--- src/hdl/audioTxPkg.sv ---
// Shared types and constants for the audio transmit block
// Sample word layout, bus widths and the CSR offset map
// Import with a wildcard in the module header where needed

package audioTxPkg;

	//----------------------------------------------------------
	// Sample word
	//----------------------------------------------------------
	localparam int cSampleBits  = 16;			// Bits per channel
	localparam int cBusDataBits = 32;			// Bus and RAM word width
	localparam int cCntBits     = 16;			// Status counter width

	typedef struct packed
	{
		logic [cSampleBits-1:0] left;			// Upper half, sent first
		logic [cSampleBits-1:0] right;			// Lower half
	} tSampleCh;

	// One word seen as a raw bus word or as a stereo pair
	typedef union packed
	{
		logic [cBusDataBits-1:0] raw;
		tSampleCh                ch;
	} tSampleWord;

	//----------------------------------------------------------
	// CSR offsets
	//----------------------------------------------------------
	localparam logic [7:0] cCsrStatus   = 8'h00;	// Bit 0 busy, read only
	localparam logic [7:0] cCsrLoopCnt  = 8'h04;	// Completed passes, read only
	localparam logic [7:0] cCsrUnderrun = 8'h08;	// Empty frames, read only
	localparam logic [7:0] cCsrRsvd     = 8'h0c;	// Reserved, reads zero
	localparam logic [7:0] cCsrDmaAdrs  = 8'h10;	// Start word address
	localparam logic [7:0] cCsrDmaLen   = 8'h14;	// Last word offset
	localparam logic [7:0] cCsrDmaEn    = 8'h18;	// Bit 0 enable

endpackage

--- src/hdl/audioTxCsr.sv ---
// Control and status registers of the audio transmit block
// Holds the DMA setup written by the host and returns status
// Read data and read valid come out registered, one cycle after the address

module audioTxCsr
	import audioTxPkg::*;
#(
	parameter int                       pBlockAdrsMap   = 8,
	parameter int                       pCsrAdrsWidth   = 16,
	parameter int                       pBusAdrsBit     = 24,
	parameter int                       pCsrActiveWidth = 8,
	parameter logic [pBlockAdrsMap-1:0] pCsrMap         = 'h05,
	parameter int                       pMemAdrsWidth   = 8
)(
	// Bus slave
	input  logic [cBusDataBits-1:0]  iSUsiWd,		// Write data
	input  logic [pBusAdrsBit-1:0]   iSUsiAdrs,		// Read/write address
	input  logic                     iSUsiWCke,		// Write strobe
	output logic [cBusDataBits-1:0]  oSUsiRd,		// Read data
	output logic                     oSUsiREd,		// Read valid level
	// Status in
	input  logic                     dmaBusy,
	input  logic [cCntBits-1:0]      loopCnt,
	input  logic [cCntBits-1:0]      underrunCnt,
	// DMA setup out
	output logic [pMemAdrsWidth-1:0] dmaAdrs,
	output logic [pMemAdrsWidth-1:0] dmaLen,
	output logic                     dmaEn,
	// Clock and reset
	input  logic                     iSysClk,
	input  logic                     reset
);

	logic [pBlockAdrsMap-1:0]   blockSel;			// Block field of the address
	logic [pCsrActiveWidth-1:0] csrOfs;				// Decoded offset bits
	logic                       inBlock;
	logic                       wrAdrs;
	logic                       wrLen;
	logic                       wrEn;
	logic [cBusDataBits-1:0]    rdWord;				// Read mux result

	assign blockSel = iSUsiAdrs[pBlockAdrsMap+pCsrAdrsWidth-1:pCsrAdrsWidth];
	assign csrOfs   = iSUsiAdrs[pCsrActiveWidth-1:0];
	assign inBlock  = (blockSel == pCsrMap);

	// Write strobes per register
	assign wrAdrs = iSUsiWCke & inBlock & (csrOfs == cCsrDmaAdrs);
	assign wrLen  = iSUsiWCke & inBlock & (csrOfs == cCsrDmaLen);
	assign wrEn   = iSUsiWCke & inBlock & (csrOfs == cCsrDmaEn);

	//----------------------------------------------------------
	// DMA setup registers
	//----------------------------------------------------------
	always_ff @(posedge iSysClk)
	begin
		if (reset)
		begin
			dmaAdrs <= '0;
			dmaLen  <= '0;
			dmaEn   <= 1'b0;
		end
		else
		begin
			if (wrAdrs) dmaAdrs <= iSUsiWd[pMemAdrsWidth-1:0];	// Masked to RAM size
			if (wrLen)  dmaLen  <= iSUsiWd[pMemAdrsWidth-1:0];
			if (wrEn)   dmaEn   <= iSUsiWd[0];
		end
	end

	//----------------------------------------------------------
	// Read path
	//----------------------------------------------------------
	// Zero fill above each field
	always_comb
	begin
		case (csrOfs)
			cCsrStatus:   rdWord = {{(cBusDataBits-1){1'b0}}, dmaBusy};
			cCsrLoopCnt:  rdWord = {{(cBusDataBits-cCntBits){1'b0}}, loopCnt};
			cCsrUnderrun: rdWord = {{(cBusDataBits-cCntBits){1'b0}}, underrunCnt};
			cCsrRsvd:     rdWord = '0;
			cCsrDmaAdrs:  rdWord = {{(cBusDataBits-pMemAdrsWidth){1'b0}}, dmaAdrs};
			cCsrDmaLen:   rdWord = {{(cBusDataBits-pMemAdrsWidth){1'b0}}, dmaLen};
			cCsrDmaEn:    rdWord = {{(cBusDataBits-1){1'b0}}, dmaEn};
			default:      rdWord = '0;						// Unmapped reads zero
		endcase
	end

	always_ff @(posedge iSysClk)
	begin
		if (reset)
			oSUsiREd <= 1'b0;
		else
			oSUsiREd <= inBlock;							// Any in-block address

		if (inBlock)
			oSUsiRd <= rdWord;								// Hold last word otherwise
	end

endmodule

--- config.mk ---
export PLATFORM = sky130hd
export DESIGN_NAME = audioTxCsr
export DESIGN_NICKNAME = d
export VERILOG_FILES = /design/src/hdl/audioTxPkg.sv /design/src/hdl/audioTxCsr.sv
export SDC_FILE = /design/constraint.sdc
export NUM_CORES = 1
export LEC_CHECK = 0
export BUFFER_PORTS_ARGS = -buffer_cell sky130_fd_sc_hd__buf_2
export CAP_MARGIN = 10
export CORE_MARGIN = 2
export CORE_UTILIZATION = 42
export DETAILED_ROUTE_END_ITERATION = 8
export MAX_ROUTING_LAYER = met4
export PLACE_DENSITY = 0.93
export SLEW_MARGIN = 20
export SYNTH_ARGS = -nofsm -noshare
export SYNTH_HDL_FRONTEND = slang
export SYNTH_SLANG_ARGS = --single-unit
--- constraint.sdc ---
create_clock -name iSysClk -period 5.1 [get_ports iSysClk]
set_input_delay 1.02 -clock iSysClk [delete_from_list [all_inputs] [get_ports iSysClk]]
set_output_delay 1.02 -clock iSysClk [all_outputs]
set_load 0.01 [all_outputs]
-- Word-level counts from Yosys, hierarchy flattened
Index checks and enable logic that the tools add are counted.
- flip-flop bits (word level): 50
- bits of input ports: 92
- output and inout bits: 50
- logic and storage cells: 17
- equal/unequal tests: 6
- multiplexer cells: 1
- bitwise operators: 4
- reductions and logical operators: 1
- operators with widths (operator ; number):
    $pmux W16 S6 ; 1
    $eq A8 B5 Y1 const B ; 3
    $eq A8 B3 Y1 const B ; 2
    $eq A8 B4 Y1 const B ; 1
    $logic_not A8 Y1 ; 1
    $and A1 B1 Y1 ; 4

-- Logic depth before layout (Yosys ltp)
Gate-level depths: netlist (run 1).
- depth in word-level cells: 3
- depth in mapped cells: 5
- gate-level depth less buffers: 4

-- Worst setup path before layout (run 1)
No wires, ideal clock.
- path kind: input port to flip-flop
- from: input port iSUsiAdrs[21]
- to: register oSUsiRd[0], enable pin
- setup time: 0.388 ns
- arrival: 2.315 ns
- data required time: 4.712 ns
- path slack: 2.397 ns
- stages: 2
- path buffers: 0
- cells stage by stage: or4_1 nor2_1
- cells in the longest elaborated chain, start to end: 1
- ends and longest elaborated chain (what ; line ; text):
    from (decl) ; audioTxCsr.sv:17 ; input logic [pBusAdrsBit-1:0] iSUsiAdrs,
    $eq A8 B3 Y1 ; audioTxCsr.sv:44 ; assign inBlock = (blockSel == pCsrMap);
    net inBlock ; audioTxCsr.sv:36 ; logic inBlock;
    to (signal assigned) ; audioTxCsr.sv:96 ; oSUsiRd <= rdWord;
    to (decl) ; audioTxCsr.sv:19 ; output logic [cBusDataBits-1:0] oSUsiRd,
The timed path passes the listed nets, and every way through them passes these cells.
A chain may end at the register's enable or synchronous reset.

-- Worst setup path after layout (run 1)
- from: input port iSUsiAdrs[1]
- to: register oSUsiRd[2], data pin
- cells in the longest elaborated chain, start to end: 2
- ends and longest elaborated chain (what ; line ; text):
    $eq A8 B5 Y1, or another cell as far along ; audioTxCsr.sv:76 ; case (csrOfs)
    $pmux W16 S6 * ; audioTxCsr.sv:76 ;
    net rdWord[2] ; audioTxCsr.sv:40 ; logic [cBusDataBits-1:0] rdWord;
The timed path passes the listed nets; every way through them passes the cells marked *.

==> results of run 1 <==
==> synth_stat cells (all sizes together) <==
library cell  count  share of area
o21ai            24          0.069
buf              18          0.075
dfxtp            18           0.21
edfxtp           16           0.28
nand2b           16          0.058
a22oi            15          0.065
nor2b             9          0.032
a22o              8          0.040
mux2i             8          0.046
clkbuf            5          0.011
nor2              3         0.0065
nor3              3          0.015
or4               3          0.015
or4b              3          0.017
inv               2         0.0043
nor4              2         0.0072
or3               2          0.010
a2bb2oi           1         0.0050
conb              1         0.0022
mux2              1         0.0065
nand2             1         0.0022
nand4bb           1         0.0065
nor4b             1         0.0050
o21bai            1         0.0043
o22ai             1         0.0036
o31ai             1         0.0043
or2               1         0.0036
==> logic make-up (layout without fill, tap and decap cells) <==
kind of cell,count (synthesis),after routing,share of synthesized area
other,1,16,0.00216
AO/OA/AOI/OAI,51,51,0.192
multiplexers,9,9,0.0526
buffers and inverters,25,106,0.0901
flip-flops,34,34,0.485
AND/OR/NAND/NOR,45,45,0.179
==> worst min-delay path, delay by kind of cell (launching register included) <==
family | cells | cell delay [ns]
flip-flops | 1 | 0.33
multiplexers | 1 | 0.06
AND/OR/NAND/NOR | 1 | 0.07
==> flip-flops by register name (all words and copies together), names as in the netlist <==
name,cells
dmaAdrs,8
dmaEn,1
dmaLen,8
oSUsiREd,1
oSUsiRd,16
==> cells in the final DEF, fill, tap and decap left out, types with 2 or more instances in the layout <==
cell | netlist | final
a22o_1 | 8 | 8
a22oi_1 | 15 | 15
buf_2 | 2 | 93
buf_4 | 16 | 3
clkbuf_8 | 0 | 6
conb_1 | 1 | 16
dfxtp_1 | 18 | 18
edfxtp_1 | 16 | 16
inv_1 | 2 | 2
mux2i_1 | 8 | 8
nand2b_1 | 16 | 16
nor2_1 | 3 | 3
nor2b_1 | 9 | 9
nor3_1 | 2 | 2
nor4_1 | 2 | 2
o21ai_0 | 24 | 24
or4_1 | 2 | 2
or4b_1 | 2 | 2
==> metal layers <==
metal	GRT usage	vias up	share of wire
met2	0.346	73	0.53
met5	-	-	0
met4	0.0825	0	0.012
met3	0.0592	6	0.073
met1	0.217	762	0.38
li1	-	775	-
==> final cells by class <==
cell class	instances	share of cell area
repair buffers	96	0.212
multi-input cells	121	0.345
inverters	2	0.00326
flip-flops and latches	34	0.365
well taps	50	0.0271
clock buffers	8	0.0483
==> metrics by stage <==
step                worst slack, ns  area [sq um]   util
finish                         2.18          2300  0.576
global route                   2.04          2300  0.576
CTS                            2.17          2300  0.576
detailed placement             1.88          2190  0.548
global placement               1.97          2190  0.548
floorplan                      2.40          1790      -
==> worst min-delay path by stage <==
stage | from | endpoint | slack, ns | cells after the start
6_report | dmaAdrs[5] | dmaAdrs[5] | 0.50 | 2
4_1_cts | dmaAdrs[6] | dmaAdrs[6] | 0.50 | 2
2_1_floorplan | dmaAdrs[2] | dmaAdrs[2] | 0.50 | 2
3_5_place_dp | dmaAdrs[6] | dmaAdrs[6] | 0.49 | 2
3_3_place_gp | dmaAdrs[0] | dmaAdrs[0] | 0.48 | 2
5_1_grt | dmaAdrs[6] | dmaAdrs[6] | 0.53 | 2
==> power groups by stage <==
stage	Clock [mW]	Combinational, mW	Sequential, mW
after floorplan	0	0.0262	0.290
after global placement	0	0.0450	0.290
after detailed placement	0	0.0460	0.290
after CTS	0.237	0.0466	0.284
after global routing	0.249	0.0521	0.283
final	0.235	0.0471	0.284
==> metrics.csv, run 1 <==
metric;value;unit
hold_path.class;register to register;
seq_area;841;sq um
area_delta_synth_final;32.8;%
post_cts_buffers;0;
fill_cells;382;
postCtsResizedCells;0;
wl;4.71;mm
clkTransAtPathRegs;0.07;ns
yosysUniqueCellTypes;32;
crit_family;simple AND/OR/NAND/NOR gates;
cts.sink_count;34;
dp_hpwl;3.52;mm
track_usage;0.201;
coreArea;0.00400;sq mm
grt_pass1_vias;1484;
powerDensity;245;mW/mm^2
reg2reg_from;dmaAdrs[0];
skew;0.00288;ns
start_util;0.434;
route.detailed.drc;0;
crit_required;5.22;ns
port-buffer-count;93;
die_width;68.3;microns
crit_start;iSUsiAdrs[1];
relSlewSlack;0.301;
worstPathCellList;buf_2, or4b_2, nor2_1, a22oi_1, o21ai_0;
syn-cell-area;0.00174;sq mm
worstPathArrival;3.04;ns
grt_pass1_wl;6.70;mm
period_needed;2.92;ns
dieArea;0.00466;sq mm
cts_tree;built;
power_frac_comb;0.083;
vias_per_cell;5.20;
routedWlPerCell;15.1;microns
path_buf_inv;1;
clock.fmax;342;MHz
synthCells;165;
cpMaxStageDelayCell;nor2_1;
root_buffer;clkbuf_8;
syn_area_per_cell;10.5;sq um
maxSlewViolCount;0;
crit_cells;5;
maxCapViolCount;0;
insertedDiodeCount;0;
startpoint_type;input port;
rows;23;
slowest_delay;0.82;ns
reg2reg_to;oSUsiRd[0];
fin_nets;352;
grt_antenna_before_repair;0;
multi_input_area;795;sq um
critPathMaxFanout;15;
power;0.566;mW
p_switching;0.120;mW
run_status;finished, final reports clean;
cp-end-kind;register;
seqPwrFrac;0.501;
ys_seq_area_frac;0.484;
final-setup-viol-count;0;
r2r_slack;4.07;ns
p_leak;0.942;nW
detail-route-antenna-nets;0;
cts_max_level;2;
globalplace.congestion;0.888;
overflow;0;
synth_warnings;0;
ctsHoldBuffers;0;
tightest_slew;1.04;ns
peakVddDrop;0.0972;mV
drt_iter0_drc;104;
dr.pass1.iters;4;
num_io_pins;142;
dp_cells;303;
cts_buffers;5;
swShare;0.212;
critPathKind;input port to register;
die_height;68.3;microns
clk-insertion-delay-late;0.28;ns
hold_ws;0.504;ns
ys_seq_elements;34;
drive_gt1_frac;0.414;
p_int;0.446;mW
num_vias;1616;
rsz0062_at_grt;no;
stdcell_count;311;
finalHoldViolations;0;
fin_crit_sh;0.573;
grt_start_max_net_pins;27;
fin_setup_tns;0;ns
cts_buffer_depth;2;
power.share.clock;0.416;
reg2reg_depth;3;
endpoint;oSUsiRd[2];
Note: power is estimated with default switching activity, not from simulation.
==> run 2, diff against run 1 <==
--- a/config.mk
+++ b/config.mk
@@ -5,13 +5,14 @@
 export SDC_FILE = /design/constraint.sdc
 export NUM_CORES = 1
 export LEC_CHECK = 0
+export ABC_AREA = 1
 export BUFFER_PORTS_ARGS = -buffer_cell sky130_fd_sc_hd__buf_2
 export CAP_MARGIN = 10
 export CORE_MARGIN = 2
-export CORE_UTILIZATION = 42
+export CORE_UTILIZATION = 41
 export DETAILED_ROUTE_END_ITERATION = 8
 export MAX_ROUTING_LAYER = met4
-export PLACE_DENSITY = 0.93
+export PLACE_DENSITY = 0.88
 export SLEW_MARGIN = 20
 export SYNTH_ARGS = -nofsm -noshare
 export SYNTH_HDL_FRONTEND = slang
==> constraint.sdc (replaced) <==
create_clock -name iSysClk -period 2.8 [get_ports iSysClk]
set_input_delay 0.56 -clock iSysClk [delete_from_list [all_inputs] [get_ports iSysClk]]
set_output_delay 0.56 -clock iSysClk [all_outputs]
set_load 0.01 [all_outputs]
==> run 2 against run 1 <==
Sequential power increased by 82%. Setup slack got worse by 1.0 ns. Via count up 21%. Synthesized cell count rose by 55%. Clock skew rose by 0.0016 ns. Utilization down 4.9 points. Flip-flop and latch count stayed put. Sequential share of layout area fell by 2.5 points. Register-to-register slack worse by 2.1 ns. Critical path type unchanged.
==> metrics.csv, run 2 <==
metric;value;unit
synthArstFlopShare;0;
syn_area_per_cell;7.74;sq um
critPathKind;input port to register;
crit_required;2.84;ns
stdcell_count;399;
power.share.clock;0.349;
grt_start_max_net_pins;34;
dp_cells;391;
area_delta_synth_final;24.7;%
ctsHoldBuffers;0;
final_cell_mix;93 x buf_2, 50 x nand2_1, 45 x nor2_1, 33 x nand3_1, 25 x nand4_1;
grt_pass1_wl;7.17;mm
min_to;oSUsiREd;
skew;0.00445;ns
route.detailed.drc;0;
r2r_slack;1.99;ns
drt_iter0_drc;72;
final-setup-viol-count;0;
detail-route-antenna-nets;0;
netlist.area_leader.share;0.242;
relSlewSlack;0.563;
p_int;0.723;mW
hold_path.class;input port to register;
start_util;0.422;
synthCells;256;
maxCapViolCount;0;
largest_register_ffs;16;
clock.fmax;603;MHz
fin_setup_tns;0;ns
rsz0062_at_grt;no;
ys_top_cells_by_count;50 x nand2_1, 45 x nor2_1, 33 x nand3_1;
coreArea;0.00469;sq mm
power_frac_comb;0.106;
ys_seq_elements;34;
seqPwrFrac;0.546;
wl;4.74;mm
ys_seq_area_frac;0.424;
hp-start;reset;
synth_ff_type;dfxtp_1;
cpMaxStageDelayCell;clkinv_1;
powerDensity;383;mW/mm^2
power;0.947;mW
cts_buffers;5;
die_width;73.5;microns
run_status;finished, final reports clean;
worstPathCellList;buf_2, inv_1, nor2_1, nand2_1, clkinv_1, nand3_1, nand2_1, inv_1, nand2_1;
reg2reg_to;oSUsiRd[0];
syn-cell-area;0.00198;sq mm
critPathMaxFanout;17;
synth_warnings;0;
timing.final.ws_setup;1.14;ns
track_usage;0.177;
num_vias;1951;
die_height;73.5;microns
post_cts_buffers;0;
clk-insertion-delay-late;0.28;ns
slowest_delay;0.42;ns
postCtsResizedCells;0;
p_leak;1.23;nW
grt_pass1_vias;1609;
tightest_slew;0.654;ns
dieArea;0.00541;sq mm
reg2reg_depth;4;
period_needed;1.66;ns
cts.sink_count;34;
finalHoldViolations;0;
grt_antenna_before_repair;0;
overflow;0;
largestRegisters;oSUsiRd (16), dmaAdrs (8), dmaLen (8);
p_switching;0.224;mW
fin_nets;436;
fin_crit_sh;0.592;
vias_per_cell;4.89;
startpoint_type;input port;
pre_cts_ws;0.869;ns
worstPathArrival;1.70;ns
globalplace.congestion;0.772;
routedWlPerCell;11.9;microns
num_io_pins;142;
cts_tree;built;
fill_cells;457;
synth_edf_count;16;
hold_depth;2;
insertedDiodeCount;0;
reg2reg_from;dmaLen[0];
cpMostUsedCell;nand2_1;
port-buffer-count;93;
peakVddDrop;0.190;mV
mostFrequentLayoutCell;buf_2;
top_register;oSUsiRd;
dr.pass1.iters;4;
ys_top_cells_by_area;edfxtp_1 24%, dfxtp_1 18%, nand2_1 9.5%;
drive_gt1_frac;0.342;
rows;25;
cp-end-kind;register;
maxSlewViolCount;0;
yosys.area.top_type;edfxtp_1;
cts_buffer_depth;2;
clkTransAtPathRegs;0.06;ns
root_buffer;clkbuf_8;
post-route-util;0.527;
yosysUniqueCellTypes;21;
swShare;0.237;
cts_max_level;2;
dp_hpwl;3.63;mm
yosysMostFrequentCell;nand2_1;
run 2: worst max-delay path, delay by kind of cell:
family / cells / cell delay (ns)
buffers and inverters: 4 / 0.65
AND/OR/NAND/NOR: 5 / 0.48
run 2: final cells by class:
cell class	instances	area (sq um)	share of cell area
clock buffer	5	68.8	0.0278
clock inverter	3	11.3	0.00456
inverter	22	82.6	0.0334
multi-input combinational	188	935	0.378
sequential	34	841	0.340
tap	54	67.6	0.0273
timing repair buffer	93	465	0.188
run 2: per-stage QoR:
stage | hold WS [ns] | area (sq um)
floorplan | 0.519 | 2040
global placement | 0.490 | 2390
detailed placement | 0.492 | 2390
CTS | 0.439 | 2470
global route | 0.433 | 2470
finish | 0.452 | 2470
run 2: logic make-up after synthesis:
family        synth area share
other cells            0.00189
flops                    0.424
buf+inv                  0.133
simple gates             0.441
run 2: power by group through the flow:
stage | Sequential, mW | Combinational (mW) | Clock, mW
2_1_floorplan | 0.528 | 0.0657 | 0
3_3_place_gp | 0.528 | 0.0973 | 0
3_5_place_dp | 0.528 | 0.0996 | 0
4_1_cts | 0.517 | 0.100 | 0.341
5_1_grt | 0.516 | 0.112 | 0.364
6_report | 0.517 | 0.100 | 0.330
run 2: worst max path at each step:
stage	start	end	slack (ns)	cells past startpoint
after global placement	iSUsiAdrs[3]	oSUsiRd[0]	0.92	9
after floorplan	iSUsiAdrs[18]	oSUsiRd[0]	1.33	4
after global routing	iSUsiAdrs[3]	oSUsiRd[0]	1.03	9
after detailed placement	iSUsiAdrs[4]	oSUsiRd[0]	0.87	7
final	iSUsiAdrs[3]	oSUsiRd[0]	1.14	9
after CTS	iSUsiAdrs[4]	oSUsiRd[0]	1.16	7
run 2: metal layers:
metal	GRT usage	share of wire
met1	0.212	0.44
met3	0.0466	0.080
met5	-	0
met4	0.0545	0.014
met2	0.290	0.47
==> run 3, diff against run 2 <==
==> constraint.sdc (replaced) <==
create_clock -name iSysClk -period 1.6 [get_ports iSysClk]
set_input_delay 0.32 -clock iSysClk [delete_from_list [all_inputs] [get_ports iSysClk]]
set_output_delay 0.32 -clock iSysClk [all_outputs]
set_load 0.01 [all_outputs]
==> run 3 against run 2 <==
Setup slack got worse by 0.69 ns. Wire length increased by 2.8%. Die area unchanged. Clock power increased by 81%. Critical path type unchanged.
==> metrics.csv, run 3 (synthesized netlist as in run 2, its figures left out) <==
metric;value;unit
run_status;finished, final reports clean;
post_cts_buffers;0;
crit_required;1.78;ns
skew;0.00357;ns
die_width;73.5;microns
fill_cells;433;
crit_start;iSUsiAdrs[7];
final-setup-viol-count;0;
grt_start_max_net_pins;34;
fin_setup_tns;0;ns
vias_per_cell;4.88;
die_height;73.5;microns
top_register;oSUsiRd;
root_buffer;clkbuf_8;
worstPathArrival;1.32;ns
dp_hpwl;3.81;mm
grt_pass1_wl;7.67;mm
rows;25;
final_cell_mix;93 x buf_2, 50 x nand2_1, 45 x nor2_1, 33 x nand3_1, 25 x nand4_1;
cts_buffer_depth;2;
endpoint;dmaLen[4];
drt_iter0_drc;60;
mostFrequentLayoutCell;buf_2;
dr.pass1.iters;4;
rsz0062_at_grt;no;
fin_crit_sh;0.717;
drive_gt1_frac;0.357;
cts_buffers;5;
insertedDiodeCount;0;
coreArea;0.00469;sq mm
clk-insertion-delay-late;0.28;ns
clkTransAtPathRegs;0.07;ns
area_delta_synth_final;28.7;%
cp-end-kind;register;
grt_pass1_vias;1839;
detail-route-antenna-nets;0;
dieArea;0.00541;sq mm
critPathMaxFanout;16;
maxCapViolCount;0;
num_vias;1972;
reg2reg_from;dmaLen[0];
placed_area;0.00247;sq mm
period_needed;1.15;ns
port-buffer-count;93;
wl;4.87;mm
reg2reg_depth;4;
peakVddDrop;0.369;mV
p_leak;1.26;nW
r2r_slack;0.78;ns
start_util;0.422;
reg2reg_to;oSUsiRd[0];
critPathKind;input port to register;
largestRegisters;oSUsiRd (16), dmaAdrs (8), dmaLen (8);
fin_nets;441;
maxSlewViolCount;0;
ctsHoldBuffers;0;
finalHoldViolations;0;
globalplace.congestion;0.841;
overflow;0;
design_area;0.00255;sq mm
clock.fmax;872;MHz
routedWlPerCell;12.1;microns
route.detailed.drc;0;
startpoint_type;input port;
cts.sink_count;34;
power;1.68;mW
hold_path.class;input port to register;
cts_max_level;2;
postCtsResizedCells;0;
cts_tree;built;
track_usage;0.186;
largest_register_ffs;16;
num_io_pins;142;
powerDensity;659;mW/mm^2
grt_antenna_before_repair;0;
-- run 3: area by class of cell --
| cell class | instances | area (sq um) | area share |
|---|---|---|---|
| tap | 54 | 67.6 | 0.0265 |
| clock inverter | 3 | 16.3 | 0.00638 |
| timing repair buffer | 98 | 541 | 0.212 |
| multi-input combinational | 188 | 935 | 0.366 |
| clock buffer | 5 | 68.8 | 0.0270 |
| inverter | 22 | 82.6 | 0.0324 |
| sequential | 34 | 841 | 0.330 |
-- run 3: worst min path at each step --
stage,startpoint,end,slack [ns],cells after the start
after detailed placement,dmaLen[1],dmaLen[1],0.49,2
after global routing,reset,oSUsiREd,0.20,2
final,reset,oSUsiREd,0.21,2
after CTS,reset,oSUsiREd,0.20,2
after floorplan,reset,oSUsiREd,0.39,1
after global placement,dmaAdrs[3],dmaAdrs[3],0.49,2
-- run 3: report_power, final --
group / internal [mW] / switching, mW
clock network: 0.297 / 0.299
registers: 0.904 / 0.000308
logic: 0.0753 / 0.107
total: 1.28 / 0.406
-- run 3: through the flow --
step / hold slack [ns] / util / std cells / setup slack [ns]
final: 0.211 / 0.544 / 404 / 0.453
after global routing: 0.205 / 0.544 / 404 / 0.335
after CTS: 0.202 / 0.544 / 404 / 0.444
after detailed placement: 0.492 / 0.526 / 396 / 0.172
after global placement: 0.490 / 0.526 / 396 / 0.192
after floorplan: 0.392 / - / 271 / 0.373
-- run 3: layer usage --
metal,global-route usage,up-vias,part of all wire
met5,-,-,0
met4,0.0586,0,0.011
met3,0.0425,6,0.080
met2,0.321,84,0.50
met1,0.213,891,0.41
li1,-,991,-
-- run 3: critical path: stages --
cell and delay, ns:
buf_2 0.11, nor2_4 0.13, nand3_4 0.12, nor2_4 0.33
nand4_1 0.16, nand2_1 0.10, nor2_1 0.05
